===== src/verilog/pdpIsaPkg.sv =====
// PDP-8 bit 0 is the MSB, so PDP-8 bit n sits at index 11-n; 4K words only, no memory fields
package pdpIsaPkg;

	typedef logic [11:0] pdpWord_t;                 // One machine word
	typedef logic [11:0] pdpAddr_t;                 // Field 0 only

	// Major opcode, PDP-8 bits 0..2
	typedef enum logic [2:0] {
		OP_AND = 3'd0,
		OP_TAD = 3'd1,
		OP_ISZ = 3'd2,
		OP_DCA = 3'd3,
		OP_JMS = 3'd4,
		OP_JMP = 3'd5,
		OP_IOT = 3'd6,                          // Retires as a no-op here
		OP_OPR = 3'd7
	} pdpOpcode_e;

	typedef enum logic [1:0] {
		MICRO_GRP1,                             // Bit 3 low
		MICRO_GRP2,                             // Bit 3 high, bit 11 low
		MICRO_GRP3                              // Bit 3 high, bit 11 high
	} pdpMicroGroup_e;

	// Group 1 rotate field is PDP-8 bits 8..10 (RAR, RAL, twice)
	typedef enum logic [2:0] {
		ROT_NONE = 3'b000,
		ROT_RAL  = 3'b010,
		ROT_RTL  = 3'b011,
		ROT_RAR  = 3'b100,
		ROT_RTR  = 3'b101
	} pdpRotate_e;

	typedef struct packed {
		pdpOpcode_e opcode;
		logic       indirect;                   // I bit
		logic       curPage;                    // M bit, page zero when low
		logic [6:0] offset;
	} pdpInstr_t;

	typedef struct packed {
		pdpInstr_t instr;
		pdpAddr_t  pc;
	} pdpFetched_t;

	typedef struct packed {
		pdpInstr_t instr;
		pdpAddr_t  pc;
		pdpAddr_t  ea;                          // Final operand address
	} pdpDecoded_t;

	// Indirect through these locations pre-increments the pointer
	localparam pdpAddr_t AUTO_INDEX_LO = 12'o10;
	localparam pdpAddr_t AUTO_INDEX_HI = 12'o17;

endpackage


===== src/verilog/pdpBusPkg.sv =====
// Memory side types; the APB data path is one 12-bit word wide with no strobes or error response
package pdpBusPkg;
	import pdpIsaPkg::*;

	// Who owns the transfer in flight
	typedef enum logic [1:0] {
		MEM_FETCH,                              // Instruction word
		MEM_INDIRECT,                           // Pointer read or auto-index write-back
		MEM_READ,                               // Operand read
		MEM_WRITE                               // Operand write
	} pdpMemKind_e;

	typedef struct packed {
		logic     valid;                        // Held until the done pulse
		logic     write;
		pdpAddr_t addr;
		pdpWord_t wdata;
	} pdpMemReq_t;

	typedef struct packed {
		logic     psel;
		logic     penable;
		logic     pwrite;
		pdpAddr_t paddr;
		pdpWord_t pwdata;
	} pdpApbReq_t;

	typedef struct packed {
		pdpWord_t prdata;
		logic     pready;
	} pdpApbRsp_t;

endpackage


===== src/verilog/pdpApbMaster.sv =====
`timescale 1ns/1ps
// One transfer at a time, fixed priority with no fairness; requests seen during a done pulse wait
module pdpApbMaster
	import pdpIsaPkg::*;
	import pdpBusPkg::*;
(
	input  logic       i_clk,
	input  logic       i_rst,
	input  pdpMemReq_t i_fetchReq,
	input  pdpMemReq_t i_addrReq,
	input  pdpMemReq_t i_execReq,
	output logic       o_fetchDone,
	output logic       o_addrDone,
	output logic       o_execDone,
	output pdpWord_t   o_rdata,
	output pdpApbReq_t o_apb,
	input  pdpApbRsp_t i_apb
);
	typedef enum logic [1:0] {ST_IDLE, ST_SETUP, ST_ACCESS} apbState_e;

	apbState_e   state;
	pdpMemKind_e kind;                              // Owner of current transfer
	logic        doneQ;
	logic        xferWrite;
	pdpAddr_t    xferAddr;
	pdpWord_t    xferData;
	pdpMemReq_t  pick;
	pdpMemKind_e pickKind;
	logic        grant;

	// Execute first, then address generation, then fetch
	always_comb begin
		pick     = i_fetchReq;
		pickKind = MEM_FETCH;
		if (i_execReq.valid) begin
			pick     = i_execReq;
			pickKind = i_execReq.write ? MEM_WRITE : MEM_READ;
		end else if (i_addrReq.valid) begin
			pick     = i_addrReq;
			pickKind = MEM_INDIRECT;                // Write-back counts here too
		end
	end

	assign grant = (state == ST_IDLE) && pick.valid && !doneQ;    // Skip the done cycle

	always_ff @(posedge i_clk) begin
		if (i_rst) begin
			state <= ST_IDLE;
			kind  <= MEM_FETCH;
			doneQ <= 1'b0;
		end else begin
			doneQ <= 1'b0;
			case (state)
				ST_IDLE: if (grant) begin
					state <= ST_SETUP;
					kind  <= pickKind;
				end
				ST_SETUP: state <= ST_ACCESS;
				ST_ACCESS: if (i_apb.pready) begin
					state <= ST_IDLE;                   // psel drops for at least one cycle
					doneQ <= 1'b1;
				end
				default: state <= ST_IDLE;
			endcase
		end
	end

	// Transfer payload and read capture
	always_ff @(posedge i_clk) begin
		if (grant) begin
			xferWrite <= pick.write;
			xferAddr  <= pick.addr;
			xferData  <= pick.wdata;
		end
		if (state == ST_ACCESS && i_apb.pready)
			o_rdata <= i_apb.prdata;
	end

	always_comb begin
		o_apb.psel    = (state != ST_IDLE);
		o_apb.penable = (state == ST_ACCESS);
		o_apb.pwrite  = xferWrite;
		o_apb.paddr   = xferAddr;
		o_apb.pwdata  = xferData;
	end

	assign o_fetchDone = doneQ && (kind == MEM_FETCH);
	assign o_addrDone  = doneQ && (kind == MEM_INDIRECT);
	assign o_execDone  = doneQ && (kind == MEM_READ || kind == MEM_WRITE);

	//*******************************************************************
	// Protocol checks
	//*******************************************************************
	penableAfterSetup: assert property (@(posedge i_clk) disable iff (i_rst)
		$rose(o_apb.penable) |-> $past(o_apb.psel && !o_apb.penable));

	stableWhileWaiting: assert property (@(posedge i_clk) disable iff (i_rst)
		o_apb.penable && !i_apb.pready |=>
			$stable(o_apb.paddr) && $stable(o_apb.pwrite) && $stable(o_apb.pwdata));

endmodule


===== src/verilog/pdpFetch.sv =====
`timescale 1ns/1ps
// Fetches exactly one word per redirect; a redirect must not arrive while an instruction is held
module pdpFetch
	import pdpIsaPkg::*;
	import pdpBusPkg::*;
#(
	parameter pdpAddr_t RESET_PC = 12'o200
) (
	input  logic        i_clk,
	input  logic        i_rst,
	input  logic        i_redirect,
	input  pdpAddr_t    i_nextPc,
	output pdpMemReq_t  o_memReq,
	input  logic        i_memDone,
	input  pdpWord_t    i_rdata,
	output logic        o_valid,
	output pdpFetched_t o_fetched,
	input  logic        i_ready
);
	typedef enum logic [1:0] {F_WAIT, F_FETCH, F_HOLD} fetchState_e;

	fetchState_e state;
	pdpAddr_t    pc;

	always_ff @(posedge i_clk) begin
		if (i_rst) begin
			state <= F_FETCH;                       // Start fetching right away
			pc    <= RESET_PC;
		end else begin
			case (state)
				F_WAIT: if (i_redirect) begin
					pc    <= i_nextPc;
					state <= F_FETCH;
				end
				F_FETCH: if (i_memDone) state <= F_HOLD;
				F_HOLD:  if (i_ready) state <= F_WAIT;    // Wait for the retire pulse
				default: state <= F_WAIT;
			endcase
		end
	end

	always_ff @(posedge i_clk) begin
		if (state == F_FETCH && i_memDone) begin
			o_fetched.instr <= pdpInstr_t'(i_rdata);
			o_fetched.pc    <= pc;
		end
	end

	always_comb begin
		o_memReq.valid = (state == F_FETCH);
		o_memReq.write = 1'b0;                      // Read only
		o_memReq.addr  = pc;
		o_memReq.wdata = '0;
	end

	assign o_valid = (state == F_HOLD);

	// Execute redirects only after the held word has moved on
	noRedirectWhileHeld: assert property (@(posedge i_clk) disable iff (i_rst)
		i_redirect |-> !o_valid);

endmodule


===== src/verilog/pdpAddrGen.sv =====
`timescale 1ns/1ps
// Auto-index applies to any indirect pointer at absolute 0o10..0o17, also from page zero code
module pdpAddrGen
	import pdpIsaPkg::*;
	import pdpBusPkg::*;
(
	input  logic        i_clk,
	input  logic        i_rst,
	input  logic        i_valid,
	input  pdpFetched_t i_fetched,
	output logic        o_ready,
	output pdpMemReq_t  o_memReq,
	input  logic        i_memDone,
	input  pdpWord_t    i_rdata,
	output logic        o_valid,
	output pdpDecoded_t o_decoded,
	input  logic        i_ready
);
	typedef enum logic [1:0] {A_IDLE, A_PTR, A_INC, A_HOLD} addrState_e;

	addrState_e state;
	pdpAddr_t   ptrAddr;                            // Pointer location for indirect words
	pdpAddr_t   direct;
	logic       noOperand;
	logic       autoIndex;

	// Page zero or current page
	assign direct = i_fetched.instr.curPage ? {i_fetched.pc[11:7], i_fetched.instr.offset}
	                                        : {5'b0, i_fetched.instr.offset};
	assign noOperand = (i_fetched.instr.opcode == OP_OPR) || (i_fetched.instr.opcode == OP_IOT);
	assign autoIndex = (ptrAddr >= AUTO_INDEX_LO) && (ptrAddr <= AUTO_INDEX_HI);

	always_ff @(posedge i_clk) begin
		if (i_rst) begin
			state <= A_IDLE;
		end else begin
			case (state)
				A_IDLE: if (i_valid) begin
					if (i_fetched.instr.indirect && !noOperand)
						state <= A_PTR;                 // JMP I takes this path too
					else
						state <= A_HOLD;                // Direct, one cycle
				end
				A_PTR: if (i_memDone) state <= autoIndex ? A_INC : A_HOLD;
				A_INC: if (i_memDone) state <= A_HOLD;
				A_HOLD: if (i_ready) state <= A_IDLE;
				default: state <= A_IDLE;
			endcase
		end
	end

	always_ff @(posedge i_clk) begin
		if (state == A_IDLE && i_valid) begin
			o_decoded.instr <= i_fetched.instr;
			o_decoded.pc    <= i_fetched.pc;
			o_decoded.ea    <= direct;
			ptrAddr         <= direct;
		end
		if (state == A_PTR && i_memDone)
			o_decoded.ea <= autoIndex ? pdpAddr_t'(i_rdata + 12'd1) : i_rdata;    // Pre-increment
	end

	// Pointer read, then incremented pointer written back
	always_comb begin
		o_memReq.valid = (state == A_PTR) || (state == A_INC);
		o_memReq.write = (state == A_INC);
		o_memReq.addr  = ptrAddr;
		o_memReq.wdata = o_decoded.ea;
	end

	assign o_ready = (state == A_IDLE);
	assign o_valid = (state == A_HOLD);

endmodule


===== src/verilog/pdpMicroOps.sv =====
`timescale 1ns/1ps
// Purely combinational; non-OPR words and group 3 return inputs unchanged, BSW is not decoded
module pdpMicroOps
	import pdpIsaPkg::*;
(
	input  pdpInstr_t i_instr,
	input  pdpWord_t  i_acc,
	input  logic      i_link,
	input  pdpWord_t  i_switchReg,
	output pdpWord_t  o_acc,
	output logic      o_link,
	output logic      o_skip,
	output logic      o_halt
);
	logic [11:0]    ir;                             // Raw bits, PDP-8 bit n at [11-n]
	pdpMicroGroup_e group;
	logic [12:0]    lac;                            // Link and accumulator as one value
	logic           orHit;

	assign ir = i_instr;

	always_comb begin
		if (!ir[8])
			group = MICRO_GRP1;
		else if (!ir[0])
			group = MICRO_GRP2;
		else
			group = MICRO_GRP3;
	end

	// Group 2 skip conditions, sampled before any clear
	assign orHit = (ir[6] && i_acc[11])                    // SMA
	            || (ir[5] && (i_acc == 12'o0))              // SZA
	            || (ir[4] && i_link);                      // SNL

	always_comb begin
		o_acc  = i_acc;
		o_link = i_link;
		o_skip = 1'b0;
		o_halt = 1'b0;
		lac    = {i_link, i_acc};
		if (i_instr.opcode == OP_OPR) begin
			case (group)
				//*******************************************************
				// Group 1, in sequence
				//*******************************************************
				MICRO_GRP1: begin
					if (ir[7]) lac[11:0] = '0;          // CLA
					if (ir[6]) lac[12] = 1'b0;          // CLL
					if (ir[5]) lac[11:0] = ~lac[11:0];  // CMA
					if (ir[4]) lac[12] = ~lac[12];      // CML
					lac = lac + {12'b0, ir[0]};         // IAC, carry flips the link
					case (pdpRotate_e'(ir[3:1]))
						ROT_RAR: lac = {lac[0], lac[12:1]};
						ROT_RTR: lac = {lac[1:0], lac[12:2]};
						ROT_RAL: lac = {lac[11:0], lac[12]};
						ROT_RTL: lac = {lac[10:0], lac[12:11]};
						default: lac = lac;             // No rotate
					endcase
					{o_link, o_acc} = lac;
				end
				//*******************************************************
				// Group 2, skip then CLA, OSR, HLT
				//*******************************************************
				MICRO_GRP2: begin
					o_skip = ir[3] ? !orHit : orHit;    // Bit 8 picks the AND group
					if (ir[7]) o_acc = '0;
					if (ir[2]) o_acc = o_acc | i_switchReg;
					o_halt = ir[1];
				end
				default: o_acc = i_acc;                 // Group 3, no MQ here
			endcase
		end
	end

endmodule


===== src/verilog/pdpExecute.sv =====
`timescale 1ns/1ps
// Halt is sticky until reset; IOT words only advance the PC
module pdpExecute
	import pdpIsaPkg::*;
	import pdpBusPkg::*;
(
	input  logic        i_clk,
	input  logic        i_rst,
	input  logic        i_valid,
	input  pdpDecoded_t i_decoded,
	output logic        o_ready,
	output pdpMemReq_t  o_memReq,
	input  logic        i_memDone,
	input  pdpWord_t    i_rdata,
	input  pdpWord_t    i_switchReg,
	output logic        o_redirect,
	output pdpAddr_t    o_nextPc,
	output pdpWord_t    o_acc,
	output logic        o_link,
	output logic        o_halted
);
	typedef enum logic [1:0] {X_IDLE, X_READ, X_WRITE} execState_e;

	execState_e  state;
	pdpDecoded_t cur;
	pdpWord_t    wdataQ;                            // Store data, also the ISZ result
	pdpAddr_t    inPcNext;
	logic        accept;
	pdpWord_t    microAcc;
	logic        microLink, microSkip, microHalt;

	pdpMicroOps microOps_inst (
		.i_instr    (i_decoded.instr),
		.i_acc      (o_acc),
		.i_link     (o_link),
		.i_switchReg(i_switchReg),
		.o_acc      (microAcc),
		.o_link     (microLink),
		.o_skip     (microSkip),
		.o_halt     (microHalt)
	);

	assign o_ready  = (state == X_IDLE) && !o_halted;
	assign accept   = i_valid && o_ready;
	assign inPcNext = i_decoded.pc + 12'd1;

	//*******************************************************************
	// Architectural state and sequencing
	//*******************************************************************
	always_ff @(posedge i_clk) begin
		if (i_rst) begin
			state      <= X_IDLE;
			o_acc      <= '0;
			o_link     <= 1'b0;
			o_halted   <= 1'b0;
			o_redirect <= 1'b0;
		end else begin
			o_redirect <= 1'b0;                     // One-cycle retire pulse
			case (state)
				X_IDLE: if (accept) begin
					case (i_decoded.instr.opcode)
						OP_AND, OP_TAD, OP_ISZ: state <= X_READ;
						OP_DCA, OP_JMS:         state <= X_WRITE;
						OP_OPR: begin
							o_acc      <= microAcc;
							o_link     <= microLink;
							o_halted   <= microHalt;
							o_redirect <= !microHalt;   // No further fetch after HLT
						end
						default: o_redirect <= 1'b1;    // JMP and IOT
					endcase
				end
				X_READ: if (i_memDone) begin
					case (cur.instr.opcode)
						OP_AND: o_acc <= o_acc & i_rdata;
						OP_TAD: {o_link, o_acc} <= {o_link, o_acc} + {1'b0, i_rdata};
						default: o_acc <= o_acc;         // ISZ writes back next
					endcase
					state      <= (cur.instr.opcode == OP_ISZ) ? X_WRITE : X_IDLE;
					o_redirect <= (cur.instr.opcode != OP_ISZ);
				end
				X_WRITE: if (i_memDone) begin
					if (cur.instr.opcode == OP_DCA) o_acc <= '0;
					state      <= X_IDLE;
					o_redirect <= 1'b1;
				end
				default: state <= X_IDLE;
			endcase
		end
	end

	// Held instruction, store data and next PC
	always_ff @(posedge i_clk) begin
		if (accept) begin
			cur <= i_decoded;
			case (i_decoded.instr.opcode)
				OP_JMP:  o_nextPc <= i_decoded.ea;
				OP_OPR:  o_nextPc <= inPcNext + {11'b0, microSkip};
				default: o_nextPc <= inPcNext;
			endcase
			wdataQ <= (i_decoded.instr.opcode == OP_JMS) ? inPcNext : o_acc;    // Return or DCA
		end
		if (state == X_READ && i_memDone)
			wdataQ <= i_rdata + 12'd1;                  // ISZ
		if (state == X_WRITE && i_memDone) begin
			if (cur.instr.opcode == OP_JMS)
				o_nextPc <= cur.ea + 12'd1;             // Body starts after the return slot
			else if (cur.instr.opcode == OP_ISZ && wdataQ == 12'o0)
				o_nextPc <= cur.pc + 12'd2;
		end
	end

	always_comb begin
		o_memReq.valid = (state == X_READ) || (state == X_WRITE);
		o_memReq.write = (state == X_WRITE);
		o_memReq.addr  = cur.ea;
		o_memReq.wdata = wdataQ;
	end

endmodule


===== src/verilog/pdpCore.sv =====
`timescale 1ns/1ps
// One instruction in flight at a time; memory is external and reached only over APB
module pdpCore
	import pdpIsaPkg::*;
	import pdpBusPkg::*;
#(
	parameter pdpAddr_t RESET_PC = 12'o200
) (
	input  logic       i_clk,
	input  logic       i_rst,
	input  pdpWord_t   i_switchReg,
	output pdpApbReq_t o_apb,
	input  pdpApbRsp_t i_apb,
	output pdpWord_t   o_acc,
	output logic       o_link,
	output logic       o_halted
);
	pdpMemReq_t  fetchReq, addrReq, execReq;
	logic        fetchDone, addrDone, execDone;
	pdpWord_t    rdata;                             // Shared read return
	logic        fetchValid, addrReady;
	pdpFetched_t fetched;
	logic        decValid, execReady;
	pdpDecoded_t decoded;
	logic        redirect;
	pdpAddr_t    nextPc;

	//*******************************************************************
	// Stages
	//*******************************************************************
	pdpFetch #(.RESET_PC(RESET_PC)) fetch_inst (
		.i_clk     (i_clk),
		.i_rst     (i_rst),
		.i_redirect(redirect),
		.i_nextPc  (nextPc),
		.o_memReq  (fetchReq),
		.i_memDone (fetchDone),
		.i_rdata   (rdata),
		.o_valid   (fetchValid),
		.o_fetched (fetched),
		.i_ready   (addrReady)
	);

	pdpAddrGen addrGen_inst (
		.i_clk    (i_clk),
		.i_rst    (i_rst),
		.i_valid  (fetchValid),
		.i_fetched(fetched),
		.o_ready  (addrReady),
		.o_memReq (addrReq),
		.i_memDone(addrDone),
		.i_rdata  (rdata),
		.o_valid  (decValid),
		.o_decoded(decoded),
		.i_ready  (execReady)
	);

	pdpExecute execute_inst (
		.i_clk      (i_clk),
		.i_rst      (i_rst),
		.i_valid    (decValid),
		.i_decoded  (decoded),
		.o_ready    (execReady),
		.o_memReq   (execReq),
		.i_memDone  (execDone),
		.i_rdata    (rdata),
		.i_switchReg(i_switchReg),
		.o_redirect (redirect),       // Retire pulse back to fetch
		.o_nextPc   (nextPc),
		.o_acc      (o_acc),
		.o_link     (o_link),
		.o_halted   (o_halted)
	);

	pdpApbMaster apbMaster_inst (
		.i_clk      (i_clk),
		.i_rst      (i_rst),
		.i_fetchReq (fetchReq),
		.i_addrReq  (addrReq),
		.i_execReq  (execReq),
		.o_fetchDone(fetchDone),
		.o_addrDone (addrDone),
		.o_execDone (execDone),
		.o_rdata    (rdata),
		.o_apb      (o_apb),
		.i_apb      (i_apb)
	);

endmodule


===== config.mk =====
export PLATFORM = sky130hd
export DESIGN_NAME = pdpCore
export DESIGN_NICKNAME = d
export VERILOG_FILES = /design/src/verilog/pdpIsaPkg.sv /design/src/verilog/pdpBusPkg.sv /design/src/verilog/pdpApbMaster.sv /design/src/verilog/pdpFetch.sv /design/src/verilog/pdpAddrGen.sv /design/src/verilog/pdpMicroOps.sv /design/src/verilog/pdpExecute.sv /design/src/verilog/pdpCore.sv
export SDC_FILE = /design/constraint.sdc
export NUM_CORES = 1
export LEC_CHECK = 0
export BUFFER_PORTS_ARGS = -buffer_cell sky130_fd_sc_hd__clkbuf_2
export CAP_MARGIN = 20
export CORE_ASPECT_RATIO = 1.2
export CORE_MARGIN = 2
export CORE_UTILIZATION = 40
export CTS_CLUSTER_DIAMETER = 120
export DETAILED_ROUTE_END_ITERATION = 10
export GPL_TIMING_DRIVEN = 0
export MAX_ROUTING_LAYER = met4
export PLACE_DENSITY = 0.58
export SETUP_SLACK_MARGIN = 0.02
export SLEW_MARGIN = 15
export SYNTH_ARGS = -nofsm -noshare
export SYNTH_HDL_FRONTEND = slang
export SYNTH_SLANG_ARGS = --single-unit

===== constraint.sdc =====
create_clock -name i_clk -period 4.8 [get_ports i_clk]
set_clock_uncertainty 0.2 [all_clocks]
set_input_delay 0.48 -clock i_clk [delete_from_list [all_inputs] [get_ports i_clk]]
set_output_delay 0.48 -clock i_clk [all_outputs]
set_load 0.02 [all_outputs]

==> results of run 1 <==
routing by layer:
metal | up-vias | share of wire [%] | track usage (%)
li1 | 4483 | - | -
met1 | 4555 | 40 | 31.54
met2 | 378 | 50 | 44.68
met3 | 101 | 4.5 | 3.443
met4 | 0 | 5.5 | 14.62
met5 | - | 0 | -
where the power goes:
part | switching [mW] | internal [mW]
sequential | 0.169 | 2.06
clock | 0.701 | 0.684
combinational | 1.30 | 0.714
total | 2.16 | 3.46
sequential cells by signal, summed over array words and instances, names as in the netlist, 12 cells and up:
signal and count:
addrGen_inst.o_decoded 29, fetch_inst.o_fetched 24, execute_inst.cur 15, addrGen_inst.ptrAddr 12, apbMaster_inst.o_rdata 12, apbMaster_inst.xferAddr 12
apbMaster_inst.xferData 12, execute_inst.o_acc 12, execute_inst.o_memReq 12, execute_inst.o_nextPc 12, execute_inst.wdataQ 12, fetch_inst.pc 12
cells by family (layout without fill, tap and decap cells):
group / Yosys count / in the layout / synth area share [%]
xor+xnor: 75 / 75 / 6.094
compound gates: 338 / 338 / 20.78
buf+inv: 101 / 215 / 3.951
simple gates: 373 / 373 / 16.48
mux: 32 / 32 / 2.853
fa+ha+maj: 30 / 30 / 3.397
flops: 191 / 191 / 46.44
final cells by class:
| type | instances | share of cell area, % |
|---|---|---|
| tap | 379 | 3.696 |
| buffer | 72 | 2.633 |
| clock inverter | 14 | 0.9947 |
| inverter | 29 | 0.8484 |
| multi-input combinational | 848 | 43.64 |
| sequential | 191 | 40.80 |
| clock buffer | 18 | 3.345 |
| timing repair buffer | 82 | 4.037 |
worst paths after layout:
| path | slack [ns] | to | from | cells past startpoint |
|---|---|---|---|---|
| worst min-delay path | 0.08 | apbMaster_inst.doneQ | i_apb[0] | 2 |
| worst max register to register | 0.17 | execute_inst.o_acc[8] | addrGen_inst.ptrAddr[5] | 13 |
| worst min register to register | 0.22 | addrGen_inst.o_decoded[14] | fetch_inst.o_fetched[2] | 0 |
| worst max-delay path | 0.17 | execute_inst.o_acc[8] | addrGen_inst.ptrAddr[5] | 13 |
per-stage QoR:
stage / power (mW) / worst slack [ns]
after detailed placement: 4.245 / 0.3015
final: 5.623 / 0.1679
after CTS: 5.626 / 0.3032
after floorplan: 3.570 / 1.357
after global placement: 4.235 / 0.2454
after global routing: 5.875 / 0.1574
placed cells by master (no fill, tap or decap), drive strengths merged, types with 4 or more instances in the layout:
master         n
a2111oi        4
nor3          13
a21o          10
dlygate4sd3   12
inv           35
clkbuf       129
nor2b         13
xnor2         48
a32oi          5
nand2        138
edfxtp       141
nand3b         4
a22oi         13
o221ai         9
a31oi         15
a22o          12
a211oi        20
nor4           9
ha            29
xor2          27
o211ai        19
clkinv         6
and3          19
o21a           4
o31ai          8
buf           31
mux2i         31
o21bai         6
nand4         14
o21ai         82
nor3b          5
a21oi         69
nor2          65
and2          22
o22ai         21
dfxtp         50
a221oi         9
nand2b        17
nand3         34
critical path: stages (launching register included):
cell      delay (ns)
edfxtp_1        0.60
buf_6           0.22
buf_4           0.25
buf_6           0.22
xnor2_1         0.14
ha_1            0.41
ha_1            0.38
and2_1          0.23
a32oi_4         0.17
o311a_1         0.41
a311oi_2        0.54
nor2_1          0.09
o32ai_1         0.50
a21oi_1         0.15
repair_timing:
action,in CTS,in global routing
hold buffers,12,0
endpoints found under the hold margin,12,0
endpoints found under the setup margin,0,0
==> run metrics, run 1 <==
predominant post-synthesis flop cell edfxtp_1; Static Leak 4.511 nW; Congestion Overflow GR 0; Die Area between 0.02 and 0.03 sq mm; crit path kind register to register; Worst setup SP type register; post-synthesis register bit count between 150 and 200; IO Count 68; GRT Overall Usage a little over a quarter; Clock H-tree levels 4; nets@finish 1298; Worst Tran Pin Value between 0.8 and 0.9 ns; Initial Util 40.50%; status finished clean; Detailed Route WL between 30 and 40 mm; Root Buffer clkbuf_16; Syn Nets about 1200; antenna violations before repair 0; Final Setup Violations 0; max-slew violations 0; RSZ-0062 raised after global routing no; ANT cells 0; synth-to-layout area growth 13.82%; Buffers on Ports between 60 and 70; count leader, synth edfxtp_1; Max Root-Sink Buffers 2; vias in the first global route 9328; Mapped Area roughly 0.011 sq mm; WP data arrival about 4.8 ns; CTS Buf Count 17; worst hold slack about 0.082 ns; Seq/Total Area, Yosys a little under half; drt pass-1 iters 5; setup bufs post-CTS 0; FF+latch area around 0.0052 sq mm; Final period util 96.50%; Data required, critical path 4.92 ns; max-cap violation count 0; Yosys cell types roughly 90; Final ANT Viol Nets 0; Placed Area between 0.01 and 0.015 sq mm; Worst VDD drop about 270 uV; DP Cell Count roughly 1600; number of synthesized flops with an enable pin between 100 and 150; CTS Sinks between 150 and 200; fill count 2688; initial DRC count between 700 and 800; Non-Filler Instances 1633; max frequency roughly 220 MHz; core area between 0.02 and 0.03 sq mm; top cells by count, synth 141 x edfxtp_1, 138 x nand2_1, 77 x o21ai_0; Final Hold Viols 0; GP Congestion slightly below 1; Relative slew margins 40.99%; Post-Synthesis Cells approximately 1100; synth top area cells edfxtp_1 38%, dfxtp_1 8.9%, nand2_1 4.6%; Via Count 9517; mean post-synth cell area roughly 9.9 sq um; Vert. Die Dim roughly 190 microns; CTS resizes 0; largest area contributor in the netlist edfxtp_1; Critical Path Sink Type register; Final Cell Area roughly 0.013 sq mm; Tmin final between 4 and 5 ns; CTS tree done; CP Max Fanout 10; Clk pin slew, worst setup/hold paths 0.08 ns; latest clock arrival within the worst-skew pair around 0.45 ns; share of the synthesized area in the top cell type between 30 and 40%; fraction of registers with async set/reset 0%; layout cell share with drive strength beyond 1 between 10 and 15%; global-route wire length before repair approximately 57 mm; yosys warns 0; drt wl/cell between 20 and 25 microns; multi-input combinational cell area 0.005599 sq mm; Post-Route Setup TNS 0 ns; DPL Wire Length about 30 mm; die width ~160 microns; Cell Rows 67; Final Util 46.10%; PD cells between 400 and 500 mW/mm^2; Hold Crit Class input port to register; Remaining DRCs 0; Via density just under 6; pin count of the biggest net entering global routing 30
Note: power is estimated with default switching activity, not from simulation.
==> inputs of run 2 (changes only) <==
--- a/config.mk
+++ b/config.mk
@@ -9,12 +9,12 @@
 export CAP_MARGIN = 20
 export CORE_ASPECT_RATIO = 1.2
 export CORE_MARGIN = 2
-export CORE_UTILIZATION = 40
+export CORE_UTILIZATION = 61
 export CTS_CLUSTER_DIAMETER = 120
 export DETAILED_ROUTE_END_ITERATION = 10
 export GPL_TIMING_DRIVEN = 0
 export MAX_ROUTING_LAYER = met4
-export PLACE_DENSITY = 0.58
+export PLACE_DENSITY = 0.82
 export SETUP_SLACK_MARGIN = 0.02
 export SLEW_MARGIN = 15
 export SYNTH_ARGS = -nofsm -noshare
==> constraint.sdc (replaced) <==
create_clock -name i_clk -period 4.8 [get_ports i_clk]
set_clock_uncertainty 0.2 [all_clocks]
set_input_delay 0.48 -clock i_clk [delete_from_list [all_inputs] [get_ports i_clk]]
set_output_delay 0.48 -clock i_clk [all_outputs]
set_load 0.005 [all_outputs]
==> run metrics, run 2 (synthesis results as in run 1) <==
Congestion Overflow GR 0; Clk pin slew, worst setup/hold paths around 0.08 ns; critical path endpoint execute_inst.o_acc[9]; peak per-stage delay on the critical path 0.61 ns; die width 128.1 microns; setup bufs post-CTS 0; crit path buf inv count 3; Static Leak 4.530 nW; Vert. Die Dim 152.9 microns; ANT cells 0; multi-input combinational cell area between 0.005 and 0.006 sq mm; RSZ-0062 raised after global routing no; Root Buffer clkbuf_16; CTS Buf Count 17; reg2reg start addrGen_inst.ptrAddr[5]; Detailed Route WL ~36 mm; Initial Util 62.02%; max-slew violations 0; Crit path max-delay family compound AO/OA/AOI/OAI gates; nets@finish 1297; vias in the first global route between 9000 and 10000; CTS tree done; WP data arrival between 4 and 5 ns; Buffers on Ports 67; drt pass-1 iters 7; synth-to-layout area growth 12.37%; fill count around 1400; GP Congestion between 1 and 1.5; origin of the worst setup path addrGen_inst.ptrAddr[5]; CTS resizes 0; Worst setup SP type register; Global Route met3 Usage under 10%; core area between 0.015 and 0.02 sq mm; GR peak layer met2; layout cell share with drive strength beyond 1 between 10% and 20%; worst hold slack 0.07598 ns; Critical Path Sink Type register; IO Count a little under 70; drt wl/cell roughly 24 microns; CTS Sinks around 190; Tmin final between 4 and 5 ns; pin count of the biggest net entering global routing 30; worst-path cell chain buf_6 -> buf_4 -> buf_6 -> xnor2_1 -> ha_1 -> ha_1 -> and2_1 -> a32oi_4 -> o311a_1 -> a311oi_2 -> nor2_1 -> o32ai_1 -> a21oi_1; R2R Setup Slk ~0.23 ns; Crit Reg-Reg Endpoint execute_inst.o_acc[9]; Max Root-Sink Buffers 2; Top Registers addrGen_inst.o_decoded: 29 flops, fetch_inst.o_fetched: 24 flops, execute_inst.cur: 15 flops; most common cell after layout, fill and taps aside edfxtp_1; Final Setup Violations 0; most frequent cells in the layout 141 x edfxtp_1, 138 x nand2_1, 77 x o21ai_0, 69 x clkbuf_2, 69 x a21oi_1; Remaining DRCs 0; Relative slew margins about 42%; CP Max Fanout 10; Post-Route Setup TNS 0 ns; met1 GRT Util roughly 43%; Hold Crit Class input port to register; antenna violations before repair 0; Worst VDD drop about 300 uV; status finished clean; max-cap violation count 0; Die Area roughly 0.020 sq mm; Data required, critical path between 4 and 5 ns; Reg with most FFs addrGen_inst.o_decoded; latest clock arrival within the worst-skew pair about 0.45 ns; GRT Overall Usage a little under two fifths; Via density 6.755; Via Count 9977; Final period util a little over nine tenths; GR Layer Usage met2 between 60% and 70%; Final ANT Viol Nets 0; Total Power about 5.5 mW; Final Hold Viols 0; global-route wire length before repair between 50 and 60 mm; Worst R2R Path Depth 13; initial DRC count around 1100; FF+latch area approximately 0.0052 sq mm; PD cells around 440 mW/mm^2; crit path kind register to register; Clock H-tree levels 4; Worst Tran Pin Value 0.8633 ns; Worst path slowest cell edfxtp_1; max reg flops 29; Cell Rows 54; max frequency between 200 and 250 MHz; DPL Wire Length about 27 mm; hold depth 2; CTS Hold Bufs 11; WP depth 13
-- run 2: cell types whose count changed in the layout (fill, tap and decap cells not counted), sizes merged --
cell | previous run | this run
inv | 35 | 38
buf | 31 | 29
clkinv | 6 | 5
clkinvlp | 2 | 1
-- run 2: through the flow --
step           util (%)  instances  worst slack (ns)  area (sq um)
2_1_floorplan         -       1140             1.357         11270
3_3_place_gp      65.41       1431            0.4182         11890
3_5_place_dp      65.61       1432            0.3921         11920
4_1_cts           69.50       1475            0.3655         12630
5_1_grt           69.69       1477            0.1797         12670
6_report          69.69       1477            0.2261         12670
-- run 2: final cells by class --
| type | instances | share of cell area, % |
|---|---|---|
| plain buffers | 72 | 2.667 |
| inverters | 29 | 0.8594 |
| clock buffers | 17 | 3.359 |
| flip-flops and latches | 191 | 41.33 |
| well taps | 224 | 2.213 |
| repair buffers | 81 | 4.011 |
| clock inverters | 15 | 1.353 |
| multi-input cells | 848 | 44.21 |
-- run 2: report_power, final --
group          total, mW  internal (mW)  switching (mW)  leakage, nW
Combinational       1.86          0.715            1.15         2.52
Clock               1.45          0.710           0.739        0.291
Sequential          2.23           2.06           0.173         1.72
Total               5.55           3.48            2.06         4.53
-- run 2: worst min-delay path by stage --
stage,startpoint,end,slack (ns)
6_report,i_apb[0],apbMaster_inst.doneQ,0.08
5_1_grt,i_apb[0],apbMaster_inst.doneQ,0.1
4_1_cts,i_apb[9],apbMaster_inst.o_rdata[8],0.007
3_5_place_dp,fetch_inst.o_fetched[6],addrGen_inst.o_decoded[18],0.21
3_3_place_gp,fetch_inst.o_fetched[2],addrGen_inst.o_decoded[14],0.20
2_1_floorplan,fetch_inst.o_fetched[0],addrGen_inst.o_decoded[12],0.20
-- run 2: metal layers --
layer	part of all wire [%]	routed length, microns	up-vias
li1	-	-	4480
met1	36	12880	4694
met2	48	17360	624
met3	7.3	2642	179
met4	8.8	3178	0
met5	0	0	-
